### config.mk
export PLATFORM = sky130hd
export DESIGN_NAME = sys_console
export DESIGN_NICKNAME = d
export VERILOG_FILES = /design/src/logic/console_pkg.sv /design/src/logic/ep_link_if.sv /design/src/logic/sys_console.sv /design/src/logic/capture_writer.sv /design/src/logic/session_endpoint.sv /design/src/logic/session_dispatch.sv /design/src/logic/console_regs.sv /design/src/logic/byte_ram.sv
export VERILOG_INCLUDE_DIRS = /design/src /design/src/logic
export SDC_FILE = /design/constraint.sdc
export NUM_CORES = 2
export LEC_CHECK = 0
export BUFFER_PORTS_ARGS = -buffer_cell sky130_fd_sc_hd__buf_2
export CAP_MARGIN = 20
export CORE_AREA = 2 2 606 608
export DETAILED_ROUTE_END_ITERATION = 6
export DIE_AREA = 0 0 608 610
export HOLD_SLACK_MARGIN = 0.08
export RECOVER_POWER = 50
export SETUP_SLACK_MARGIN = 0.02
export SYNTH_ARGS = -nofsm -noshare
export SYNTH_HDL_FRONTEND = slang
export SYNTH_HIERARCHICAL = 1
export SYNTH_SLANG_ARGS = --single-unit
### constraint.sdc
create_clock -name clk -period 30.5 [get_ports clk]
set_input_delay 6.1 -clock clk [delete_from_list [all_inputs] [get_ports clk]]
set_output_delay 6.1 -clock clk [all_outputs]
set_load 0.03 [all_outputs]
### src/logic/console_cfg.svh
`ifndef CONSOLE_CFG_SVH
`define CONSOLE_CFG_SVH

// buffer address width, 256 bytes per buffer
`define CONSOLE_ADDR_W 8

// number of session endpoints
`define CONSOLE_NUM_EP 4

// staging writes beyond this are dropped
`define CONSOLE_MAX_PAYLOAD 254

// upper nibble of every header byte
`define CONSOLE_HDR_MARK 4'hA

`endif
### src/logic/console_pkg.sv
package console_pkg;

	// command byte bits 7:6
	typedef enum logic [1:0] {
		CMD_NOP   = 2'd0,
		CMD_SEND  = 2'd1,
		CMD_CLEAR = 2'd2
	} cmd_op_e;

	typedef enum logic [2:0] {
		REG_DATA    = 3'd0,
		REG_CAPTURE = 3'd1,
		REG_CMD     = 3'd2,
		REG_STATUS  = 3'd3,
		REG_LENGTH  = 3'd4
	} reg_addr_e;

	typedef enum logic [1:0] {
		EP_IDLE,
		EP_HEADER,
		EP_CONNECTED
	} ep_state_e;

	typedef enum logic [1:0] {
		DS_IDLE,
		DS_FETCH,
		DS_STREAM
	} disp_state_e;

endpackage

### src/logic/ep_link_if.sv
`timescale 1ns/1ps

interface ep_link_if;
	logic       start;
	logic       new_message;
	logic [7:0] message;
	logic       last;
	logic       busy;

	modport dispatcher (
		output start, new_message, message, last,
		input  busy
	);

	modport endpoint (
		input  start, new_message, message, last,
		output busy
	);
endinterface

### src/logic/sys_console.sv
`timescale 1ns/1ps
`include "console_cfg.svh"

module sys_console (
	input  logic       clk,
	input  logic       rst_i,
	input  logic [2:0] slave_address_i,
	input  logic       slave_read_i,
	input  logic       slave_write_i,
	input  logic [7:0] slave_writedata_i,
	output logic [7:0] slave_readdata_o
);

	localparam int AW = `CONSOLE_ADDR_W;

	logic          stage_we;
	logic [AW-1:0] stage_wr_addr;
	logic [AW-1:0] stage_rd_addr;
	logic [AW-1:0] stage_addr;
	logic [7:0]    stage_data;
	logic [7:0]    stage_q;
	logic          cmd_valid;
	logic [7:0]    cmd_byte;
	logic [AW-1:0] stage_len;
	logic          busy;

	logic          cap_we;
	logic [AW-1:0] cap_wr_addr;
	logic [AW-1:0] cap_rd_addr;
	logic [AW-1:0] cap_addr;
	logic [7:0]    cap_data;
	logic [7:0]    cap_q;
	logic          frame_done;
	logic [AW-1:0] frame_len;

	logic [`CONSOLE_NUM_EP-1:0] ep_fifo_write;
	logic [7:0]                 ep_message [`CONSOLE_NUM_EP];
	logic [`CONSOLE_NUM_EP-1:0] ep_end_msg;

	ep_link_if link [`CONSOLE_NUM_EP] ();

	// host writes take the staging port, otherwise the dispatcher reads
	assign stage_addr = stage_we ? stage_wr_addr : stage_rd_addr;
	// frame writes take the capture port over host reads
	assign cap_addr   = cap_we ? cap_wr_addr : cap_rd_addr;

	console_regs regs_i (
		.clk               (clk),
		.rst_i             (rst_i),
		.slave_address_i   (slave_address_i),
		.slave_read_i      (slave_read_i),
		.slave_write_i     (slave_write_i),
		.slave_writedata_i (slave_writedata_i),
		.slave_readdata_o  (slave_readdata_o),
		.stage_we_o        (stage_we),
		.stage_addr_o      (stage_wr_addr),
		.stage_data_o      (stage_data),
		.cmd_valid_o       (cmd_valid),
		.cmd_byte_o        (cmd_byte),
		.stage_len_o       (stage_len),
		.busy_i            (busy),
		.frame_done_i      (frame_done),
		.frame_len_i       (frame_len),
		.cap_rd_addr_o     (cap_rd_addr),
		.cap_q_i           (cap_q)
	);

	byte_ram #(.ADDR_W(AW), .DATA_W(8)) stage_ram_i (
		.clk    (clk),
		.we_i   (stage_we),
		.addr_i (stage_addr),
		.data_i (stage_data),
		.q_o    (stage_q)
	);

	session_dispatch dispatch_i (
		.clk             (clk),
		.rst_i           (rst_i),
		.cmd_valid_i     (cmd_valid),
		.cmd_byte_i      (cmd_byte),
		.stage_len_i     (stage_len),
		.stage_rd_addr_o (stage_rd_addr),
		.stage_q_i       (stage_q),
		.busy_o          (busy),
		.link_o          (link)
	);

	for (genvar g = 0; g < `CONSOLE_NUM_EP; g++) begin : g_ep
		session_endpoint #(.EP_ID(g)) endpoint_i (
			.clk          (clk),
			.rst_i        (rst_i),
			.link_i       (link[g]),
			.fifo_write_o (ep_fifo_write[g]),
			.message_o    (ep_message[g]),
			.end_msg_o    (ep_end_msg[g])
		);
	end

	capture_writer capture_i (
		.clk          (clk),
		.rst_i        (rst_i),
		.fifo_write_i (ep_fifo_write),
		.message_i    (ep_message),
		.end_msg_i    (ep_end_msg),
		.cap_we_o     (cap_we),
		.cap_addr_o   (cap_wr_addr),
		.cap_data_o   (cap_data),
		.frame_done_o (frame_done),
		.frame_len_o  (frame_len)
	);

	byte_ram #(.ADDR_W(AW), .DATA_W(8)) cap_ram_i (
		.clk    (clk),
		.we_i   (cap_we),
		.addr_i (cap_addr),
		.data_i (cap_data),
		.q_o    (cap_q)
	);

endmodule

### src/logic/capture_writer.sv
`timescale 1ns/1ps
`include "console_cfg.svh"

module capture_writer (
	input  logic                       clk,
	input  logic                       rst_i,
	input  logic [`CONSOLE_NUM_EP-1:0] fifo_write_i,
	input  logic [7:0]                 message_i [`CONSOLE_NUM_EP],
	input  logic [`CONSOLE_NUM_EP-1:0] end_msg_i,
	output logic                       cap_we_o,
	output logic [`CONSOLE_ADDR_W-1:0] cap_addr_o,
	output logic [7:0]                 cap_data_o,
	output logic                       frame_done_o,
	output logic [`CONSOLE_ADDR_W-1:0] frame_len_o
);

	localparam int AW = `CONSOLE_ADDR_W;

	logic [AW-1:0] wr_idx;
	logic [7:0]    sel_msg;
	logic          sel_end;

	// lowest endpoint index wins
	always_comb begin
		sel_msg = '0;
		sel_end = 1'b0;
		for (int i = `CONSOLE_NUM_EP - 1; i >= 0; i--) begin
			if (fifo_write_i[i]) begin
				sel_msg = message_i[i];
				sel_end = end_msg_i[i];
			end
		end
	end

	assign cap_we_o   = |fifo_write_i;
	assign cap_addr_o = wr_idx;
	assign cap_data_o = sel_msg;

	always_ff @(posedge clk) begin
		if (rst_i) begin
			wr_idx       <= '0;
			frame_done_o <= 1'b0;
			frame_len_o  <= '0;
		end else begin
			frame_done_o <= 1'b0;
			if (cap_we_o) begin
				if (sel_end) begin
					// length counts the header byte
					frame_len_o  <= wr_idx + AW'(1);
					wr_idx       <= '0;
					frame_done_o <= 1'b1;
				end else begin
					wr_idx <= wr_idx + AW'(1);
				end
			end
		end
	end

endmodule

### src/logic/session_endpoint.sv
`timescale 1ns/1ps
`include "console_cfg.svh"

module session_endpoint #(
	parameter int EP_ID = 0
) (
	input  logic             clk,
	input  logic             rst_i,
	ep_link_if.endpoint      link_i,
	output logic             fifo_write_o,
	output logic [7:0]       message_o,
	output logic             end_msg_o
);

	localparam logic [7:0] HEADER = {`CONSOLE_HDR_MARK, 4'(EP_ID)};

	console_pkg::ep_state_e state;

	assign link_i.busy = (state != console_pkg::EP_IDLE);

	always_ff @(posedge clk) begin
		if (rst_i) begin
			state        <= console_pkg::EP_IDLE;
			fifo_write_o <= 1'b0;
			end_msg_o    <= 1'b0;
		end else begin
			fifo_write_o <= 1'b0;
			end_msg_o    <= 1'b0;
			case (state)
				console_pkg::EP_IDLE: begin
					// header goes out right after start
					if (link_i.start) begin
						fifo_write_o <= 1'b1;
						state        <= console_pkg::EP_HEADER;
					end
				end
				console_pkg::EP_HEADER, console_pkg::EP_CONNECTED: begin
					state <= console_pkg::EP_CONNECTED;
					if (link_i.new_message) begin
						fifo_write_o <= 1'b1;
						if (link_i.last) begin
							end_msg_o <= 1'b1;
							state     <= console_pkg::EP_IDLE;
						end
					end
				end
				default: state <= console_pkg::EP_IDLE;
			endcase
		end
	end

	// output byte, header while idle, payload once connected
	always_ff @(posedge clk) begin
		if (state == console_pkg::EP_IDLE) begin
			message_o <= HEADER;
		end else if (link_i.new_message) begin
			message_o <= link_i.message;
		end
	end

endmodule

### src/logic/session_dispatch.sv
`timescale 1ns/1ps
`include "console_cfg.svh"

module session_dispatch (
	input  logic                       clk,
	input  logic                       rst_i,
	input  logic                       cmd_valid_i,
	input  logic [7:0]                 cmd_byte_i,
	input  logic [`CONSOLE_ADDR_W-1:0] stage_len_i,
	output logic [`CONSOLE_ADDR_W-1:0] stage_rd_addr_o,
	input  logic [7:0]                 stage_q_i,
	output logic                       busy_o,
	ep_link_if.dispatcher              link_o [`CONSOLE_NUM_EP]
);

	localparam int AW   = `CONSOLE_ADDR_W;
	localparam int EP_W = $clog2(`CONSOLE_NUM_EP);

	console_pkg::disp_state_e   state;
	console_pkg::cmd_op_e       op;
	logic                       start_q;
	logic [EP_W-1:0]            ep_sel;
	logic [AW-1:0]              remain;
	logic                       streaming;
	logic                       last_byte;
	logic [`CONSOLE_NUM_EP-1:0] ep_busy;

	assign op        = console_pkg::cmd_op_e'(cmd_byte_i[7:6]);
	assign streaming = (state == console_pkg::DS_STREAM);
	assign last_byte = streaming && (remain == AW'(1));

	// busy until the endpoint has closed its session too
	assign busy_o = (state != console_pkg::DS_IDLE) || (|ep_busy);

	for (genvar g = 0; g < `CONSOLE_NUM_EP; g++) begin : g_link
		assign link_o[g].start       = start_q && (ep_sel == EP_W'(g));
		assign link_o[g].new_message = streaming && (ep_sel == EP_W'(g));
		assign link_o[g].message     = stage_q_i;
		assign link_o[g].last        = last_byte && (ep_sel == EP_W'(g));
		assign ep_busy[g]            = link_o[g].busy;
	end

	always_ff @(posedge clk) begin
		if (rst_i) begin
			state   <= console_pkg::DS_IDLE;
			start_q <= 1'b0;
		end else begin
			start_q <= 1'b0;
			case (state)
				console_pkg::DS_IDLE: begin
					if (cmd_valid_i && op == console_pkg::CMD_SEND &&
					    stage_len_i != '0 && !busy_o) begin
						start_q <= 1'b1;
						state   <= console_pkg::DS_FETCH;
					end
				end
				// one cycle for the staging RAM read latency
				console_pkg::DS_FETCH: state <= console_pkg::DS_STREAM;
				console_pkg::DS_STREAM: begin
					if (last_byte) begin
						state <= console_pkg::DS_IDLE;
					end
				end
				default: state <= console_pkg::DS_IDLE;
			endcase
		end
	end

	// command capture and read pointer
	always_ff @(posedge clk) begin
		if (state == console_pkg::DS_IDLE) begin
			ep_sel          <= cmd_byte_i[EP_W-1:0];
			remain          <= stage_len_i;
			stage_rd_addr_o <= '0;
		end else begin
			stage_rd_addr_o <= stage_rd_addr_o + AW'(1);
			if (streaming) begin
				remain <= remain - AW'(1);
			end
		end
	end

endmodule

### src/logic/console_regs.sv
`timescale 1ns/1ps
`include "console_cfg.svh"

module console_regs (
	input  logic                       clk,
	input  logic                       rst_i,
	input  logic [2:0]                 slave_address_i,
	input  logic                       slave_read_i,
	input  logic                       slave_write_i,
	input  logic [7:0]                 slave_writedata_i,
	output logic [7:0]                 slave_readdata_o,
	output logic                       stage_we_o,
	output logic [`CONSOLE_ADDR_W-1:0] stage_addr_o,
	output logic [7:0]                 stage_data_o,
	output logic                       cmd_valid_o,
	output logic [7:0]                 cmd_byte_o,
	output logic [`CONSOLE_ADDR_W-1:0] stage_len_o,
	input  logic                       busy_i,
	input  logic                       frame_done_i,
	input  logic [`CONSOLE_ADDR_W-1:0] frame_len_i,
	output logic [`CONSOLE_ADDR_W-1:0] cap_rd_addr_o,
	input  logic [7:0]                 cap_q_i
);

	localparam int AW = `CONSOLE_ADDR_W;

	console_pkg::reg_addr_e addr;
	console_pkg::cmd_op_e   op;
	logic [AW-1:0]          stage_idx;
	logic [AW-1:0]          rd_idx;
	logic                   ready;
	logic                   sel_cap;
	logic [7:0]             reg_q;
	logic                   rd_cap;
	logic                   wr_cmd;

	assign addr   = console_pkg::reg_addr_e'(slave_address_i);
	assign op     = console_pkg::cmd_op_e'(slave_writedata_i[7:6]);
	assign rd_cap = slave_read_i && (addr == console_pkg::REG_CAPTURE);
	assign wr_cmd = slave_write_i && (addr == console_pkg::REG_CMD);

	// staging writes stop at the payload limit
	assign stage_we_o   = slave_write_i && (addr == console_pkg::REG_DATA) &&
	                      (stage_idx < AW'(`CONSOLE_MAX_PAYLOAD));
	assign stage_addr_o = stage_idx;
	assign stage_data_o = slave_writedata_i;

	assign cmd_valid_o = wr_cmd;
	assign cmd_byte_o  = slave_writedata_i;
	assign stage_len_o = stage_idx;

	assign cap_rd_addr_o    = rd_idx;
	assign slave_readdata_o = sel_cap ? cap_q_i : reg_q;

	always_ff @(posedge clk) begin
		if (rst_i) begin
			stage_idx <= '0;
			rd_idx    <= '0;
			ready     <= 1'b0;
			sel_cap   <= 1'b0;
			reg_q     <= '0;
		end else begin
			if ((wr_cmd && op == console_pkg::CMD_CLEAR) || frame_done_i) begin
				stage_idx <= '0;
			end else if (stage_we_o) begin
				stage_idx <= stage_idx + AW'(1);
			end

			// a new frame restarts the read-back from the header
			if (frame_done_i) begin
				rd_idx <= '0;
				ready  <= 1'b1;
			end else if (rd_cap) begin
				if (rd_idx + AW'(1) == frame_len_i) begin
					rd_idx <= '0;
					ready  <= 1'b0;
				end else begin
					rd_idx <= rd_idx + AW'(1);
				end
			end

			sel_cap <= rd_cap;
			reg_q   <= '0;
			if (slave_read_i && addr == console_pkg::REG_STATUS) begin
				reg_q <= {6'b0, ready, busy_i};
			end else if (slave_read_i && addr == console_pkg::REG_LENGTH) begin
				reg_q <= 8'(frame_len_i);
			end
		end
	end

endmodule

### src/logic/byte_ram.sv
`timescale 1ns/1ps

module byte_ram #(
	parameter int ADDR_W = 8,
	parameter int DATA_W = 8
) (
	input  logic              clk,
	input  logic              we_i,
	input  logic [ADDR_W-1:0] addr_i,
	input  logic [DATA_W-1:0] data_i,
	output logic [DATA_W-1:0] q_o
);

	logic [DATA_W-1:0] mem [2**ADDR_W];

	// read returns the old contents on a write cycle
	always_ff @(posedge clk) begin
		if (we_i) begin
			mem[addr_i] <= data_i;
		end
		q_o <= mem[addr_i];
	end

endmodule

# [After elaboration in Yosys (flattened, before gate mapping)]
# Memories as Yosys holds them, arrays and structs flattened. A register that Yosys moved wholly into a read port is not among the register bits.
# Index checks and enable logic that the tools add are counted.
[op_classes] add_sub_neg=5 multipliers=0 div_mod_pow=0 magnitude_cmp=1 n_eq_ne=27 n_shift=0 muxes=61 bitwise=11 n_reduce_logical=60
[ops] operator="8-bit two-way mux" count=11
[ops] operator="8-bit by 1-bit adder with 8-bit output, second input constant" count=4
[ops] operator="2-bit two-way mux" count=16
[ops] operator="1-bit two-way mux" count=25
[ops] operator="1-bit logical AND" count=23
[ops] operator="2-bit == test, second input constant" count=8
[ops] operator="2-bit case mux with 2 select lines" count=4
[ops] operator="2-bit nonzero test" count=8
[ops] operator="2-bit OR reduction" count=8
[ops] operator="3-bit OR reduction" count=5
[ops] operator="2-bit by 1-bit == test with 1-bit output, second input constant" count=7
[ops] operator="2-bit logical NOT" count=6
[ops] operator="1-bit inverter" count=11
[ops] operator="2-bit != test, second input constant" count=5
[ops] operator="8-bit by 1-bit == test with 1-bit output, second input constant" count=1
[ops] operator="8-bit == test" count=1
[ops] operator="8-bit less-than comparator, second input constant" count=1
[ops] operator="1-bit case mux with 2 select lines" count=4
[ops] operator="8-bit nonzero test" count=1
[ops] operator="4-bit OR reduction" count=2
[ops] operator="8-bit by 1-bit subtractor with 8-bit output, second input constant" count=1
[ops] operator="3-bit by 2-bit == test with 1-bit output, second input constant" count=2
[ops] operator="2-bit case mux with 3 select lines" count=1
[ops] operator="2-bit AND reduction" count=3
[ops] operator="other kinds (6)" count=7
[word_totals] ff_bits=112 latchBits=0 mem_bits_rw=4096 rom_bits=0 in_bits=15 out_inout_bits=8 wordCells=197 memories=2
[memory_table] memory="cap_ram_i.mem" depth=256 word_bits=8 read_ports=1 rd_clocked_by_memory_dff=1 wr=1 line_no="byte_ram.sv:14" source="logic [DATA_W-1:0] mem [2**ADDR_W];"
[memory_table] memory="stage_ram_i.mem" depth=256 word_bits=8 read_ports=1 rd_clocked_by_memory_dff=1 wr=1 line_no="byte_ram.sv:14"

# [Depth between registers and ports, before layout]
[logic_depth] word_depth=7 ltp_mapped=15 ltp_nobuf=8

# [Hierarchy]
# The synthesis kept the hierarchy.
[modules_own_cells] module="byte_ram" n_inst=2 cells_each=3547 area_per_inst_um2=78492.8 seq_area_each_um2=61659.1
[modules_own_cells] module="console_regs" n_inst=1 cells_each=173 area_per_inst_um2=1576.5 seq_area_each_um2=520.5
[modules_own_cells] module="session_dispatch" n_inst=1 cells_each=145 area_per_inst_um2=1316.3 seq_area_each_um2=520.5
[modules_own_cells] module="capture_writer" n_inst=1 cells_each=135 area_per_inst_um2=1083.5 seq_area_each_um2=340.3
[modules_own_cells] module="session_endpoint at g_ep[1].endpoint_i ..." n_inst=2 cells_each=46 area_per_inst_um2=491.7 seq_area_each_um2=240.2
[modules_own_cells] module="session_endpoint at g_ep[0].endpoint_i" n_inst=1 cells_each=46 area_per_inst_um2=495.5 seq_area_each_um2=240.2
[modules_own_cells] module="session_endpoint at g_ep[3].endpoint_i" n_inst=1 cells_each=45 area_per_inst_um2=475.5 seq_area_each_um2=240.2
[modules_own_cells] module="sys_console" n_inst=1 cells_each=18 area_per_inst_um2=262.8 seq_area_each_um2=0.0

# [Worst setup path after synthesis]
# No wires, ideal clock.
[synth_timing] kind="reg-to-reg" start="register g_ep[2].endpoint_i.fifo_write_o" end="memory cap_ram_i.mem[0][0] (data pin)" setup_time_ns=2.240 arrival_time_ns=11.338 required_ns=28.260 slack_ns=16.922 path_stages_with_launch=5 path_buffers=1 synth_period_minus_slack_ns=13.578 path_cell_list="dfxtp_1 -> clkbuf_1 -> nor2b_1 -> a221oi_1 -> o31ai_1"
[synth_between] elab_chain_cells=3
[synth_rtl] item="start: declaration" line_no="session_endpoint.sv:10" source="output logic fifo_write_o,"
[synth_rtl] item="start signal: assignment" line_no="session_endpoint.sv:24" source="fifo_write_o <= 1'b0;"
[synth_rtl] item="start signal: assignment" line_no="session_endpoint.sv:27" source="fifo_write_o <= 1'b0;"
[synth_rtl] item="start signal: assignment" line_no="session_endpoint.sv:33" source="fifo_write_o <= 1'b1;"
[synth_rtl] item="8-bit two-way mux (3 in a row)" line_no="capture_writer.sv:28" source="if (fifo_write_i[i]) begin"
[synth_rtl] item="named net cap_data[0]" line_no="sys_console.sv:31" source="logic [7:0] cap_data;"
[synth_rtl] item="end: declaration" line_no="byte_ram.sv:14"
# The timed path passes the listed nets, and every way through them passes these cells.

# [Worst setup path in the final report]
[layout_timing] start="register g_ep[1].endpoint_i.fifo_write_o" end="memory cap_ram_i.mem[174][1] (enable)"
[layout_between] word_cells_on_any_way=4 cone_classes="3 x mux; 1 x reduce/logical"
[layout_lines] item="start: declaration" line_no="session_endpoint.sv:10"
[layout_lines] item="start signal: assignment" line_no="session_endpoint.sv:24"
[layout_lines] item="start signal: assignment" line_no="session_endpoint.sv:27"
[layout_lines] item="start signal: assignment" line_no="session_endpoint.sv:33"
[layout_lines] item="4-bit OR reduction" line_no="capture_writer.sv:35" source="assign cap_we_o = |fifo_write_i;"
[layout_lines] item="named net cap_we" line_no="sys_console.sv:27" source="logic cap_we;"
[layout_lines] item="8-bit two-way mux" line_no="sys_console.sv:45" source="assign cap_addr = cap_we ? cap_wr_addr : cap_rd_addr;"
[layout_lines] item="named net cap_addr[1]" line_no="sys_console.sv:30" source="logic [AW-1:0] cap_addr;"
# The timed path passes the listed nets, and every way through them passes these cells.

==> metrics.txt <==
status=finished, violations left; failing checks=capacitance limit, slew limit; final hold vios=0; Top Registers=cap_ram_i/mem: 2048 flops, stage_ram_i/mem: 2048 flops, g_ep.endpoint_i/message_o: 32 flops; DR WL met2=193,000 µm; clk sink count=4,224; initial core utilization=0.448; CTS Root Cell=clkbuf_16; # IOs=23; clock latency on the worst-skew pair=1.00 ns; Mapped Avg Cell Area=21.1 µm²; synth warn=6; R2R Path End=cap_ram_i/mem[174][1]$_DFFE_PP_; top layer in use=met5; CP top delay family=buffers and inverters; post-route ant nets=0; Peak VDD IR=0.0518 mV; Final Max Tran Viols=2,600; Hold WS=0.471 ns; cell area after layout=182,000 µm²; Final Cycle Share=0.487; Max Cap Viol=39; CTS Hold Bufs=0; initial antenna violation count=4; postcts setup bufs=0; routed vias=78,200; Net Count, Synth=7,777; Hold Path End=g_ep[1].endpoint_i/message_o[0]$_SDFFE_PN1P_; met1 WL=160,000 µm; Multi-input gate area=34,900 µm²; Critical Path RT=31.06 ns; Post-Synthesis Cells=7,744; first-pass GRT wire length=570,000 µm; Hold Path Depth=2; WL/cell=30.2 µm; CP arrival=15.41 ns; Worst Slack Setup Final=15.65 ns; Bufs and invs on worst path=3; r2r setup slk=15.65 ns; Num CTS Buffers=429; RR Startpoint=g_ep[1].endpoint_i/fifo_write_o$_SDFF_PP0_; synthesized area=163,000 µm²; die area=371,000 µm²; setup tns final=0 ns; width of the die=608 µm; Detailed Route WL=394,000 µm; CTS tree=built; most frequent cells in the layout=edfxtp_1 (4,106), mux4_2 (1,024), a22oi_1 (518); Min-Delay Startpoint=g_ep[1].endpoint_i/message_o[0]$_SDFFE_PN1P_; Layout area overhead=11.8%; CP Max Fanout=138; RSZ-0062 raised after global routing=false; WS Path Type=reg2reg; H-tree levels=5; Die Span Y=610 µm; Longest Clk Path Bufs=4; CP max stage delay=6.27 ns; gr usage total=0.209; routed wl met3=25,400 µm; CTS clk-pin slew, worst paths=0.06 ns; Pleak=57.6 nW; crit end category=flip-flop; nets@finish=7,894; vias in the first global route=80,100; actual slew at the worst max-slew pin=10.99 ns; Final Skew=0.0696 ns; Setup violations, final=0; Hold WC Path Type=reg2reg; CP max-delay cell=clkbuf_1; Vias/cell=5.99; CP Cell Sequence=nor4_1, clkbuf_1, inv_1, mux2_1, clkbuf_1, nand2b_1, nor3_1; pre-CTS setup slack=15.83 ns; CP startpoint kind=flip-flop; Slew HR=-6.33; GP Congestion=0.816; # rows=222; core area=364,000 µm²; final design utilization=0.500; layout cell share with drive strength beyond 1=0.230; number of port buffers=22; Critical Path Most Common Cell=clkbuf_1; Reg2Reg Depth=7; Max Clk Rate=67.3 MHz; DR iter-0 viols=7,980; CTS resizes=0; Post-DP Area=169,000 µm²; largest net degree at the start of global routing=244; Register Area=126,000 µm²; grt total ovfl=0; PD cells=64.2 nW/µm²; commonest non-fill, non-tap cell in the layout=edfxtp_1; Post-route DRC=0; post-layout min period=14.85 ns; Filler cells=28,700; detailed placer's ending HPWL=225,000 µm; TritonRoute pass-1 iters=6
[metal layers]
metal | global-route usage | vias up
met3 | 0.0310 | 658
met2 | 0.344 | 2877
met4 | 0.0750 | 2
met5 | 0 | -
li1 | - | 32700
met1 | 0.287 | 42000
[worst reg2reg max path, cell delays in order, from the launching register on]
cell	delay (ns)
dfxtp_1	0.53
nor4_1	0.33
clkbuf_1	0.53
inv_1	0.64
mux2_1	1.76
clkbuf_1	6.28
nand2b_1	2.72
nor3_1	1.66
[area by class of cell]
class / instances / share of cell area
diodes: 2 / 0.0000274
clock buffers: 515 / 0.0612
clock inverters: 283 / 0.0155
inverters: 25 / 0.000515
multi-input cells: 2950 / 0.192
flip-flops and latches: 4224 / 0.689
well taps: 4816 / 0.0330
repair buffers: 231 / 0.00900
[report_power, final]
group	leakage [nW]	switching, mW	internal (mW)
logic	9.06	0.102	0.0442
clock network	6.84	2.22	3.02
registers	41.7	0.00434	6.32
total	57.6	2.32	9.38
[worst max-delay path by stage]
stage | startpoint | to | slack (ns) | cells past startpoint
finish | g_ep[1].endpoint_i/fifo_write_o$_SDFF_PP0_ | cap_ram_i/mem[174][1]$_DFFE_PP_ | 15.65 | 7
floorplan | g_ep[2].endpoint_i/fifo_write_o$_SDFF_PP0_ | cap_ram_i/mem[0][0]$_DFFE_PP_ | 16.92 | 4
global route | g_ep[1].endpoint_i/fifo_write_o$_SDFF_PP0_ | cap_ram_i/mem[174][1]$_DFFE_PP_ | 14.95 | 7
detailed placement | slave_address_i[1] | stage_ram_i/q_o[7]$_DFF_P_ | 15.83 | 16
CTS | slave_address_i[1] | stage_ram_i/q_o[7]$_DFF_P_ | 16.89 | 16
global placement | slave_address_i[1] | stage_ram_i/q_o[7]$_DFF_P_ | 15.81 | 16
[metrics by stage]
step | power (mW) | cells
floorplan | 6.55 | 7744
global placement | 6.59 | 12200
detailed placement | 6.59 | 12200
CTS | 11.8 | 13000
global route | 12.0 | 13000
finish | 11.7 | 13000
Note: power is estimated with default switching activity, not from simulation.
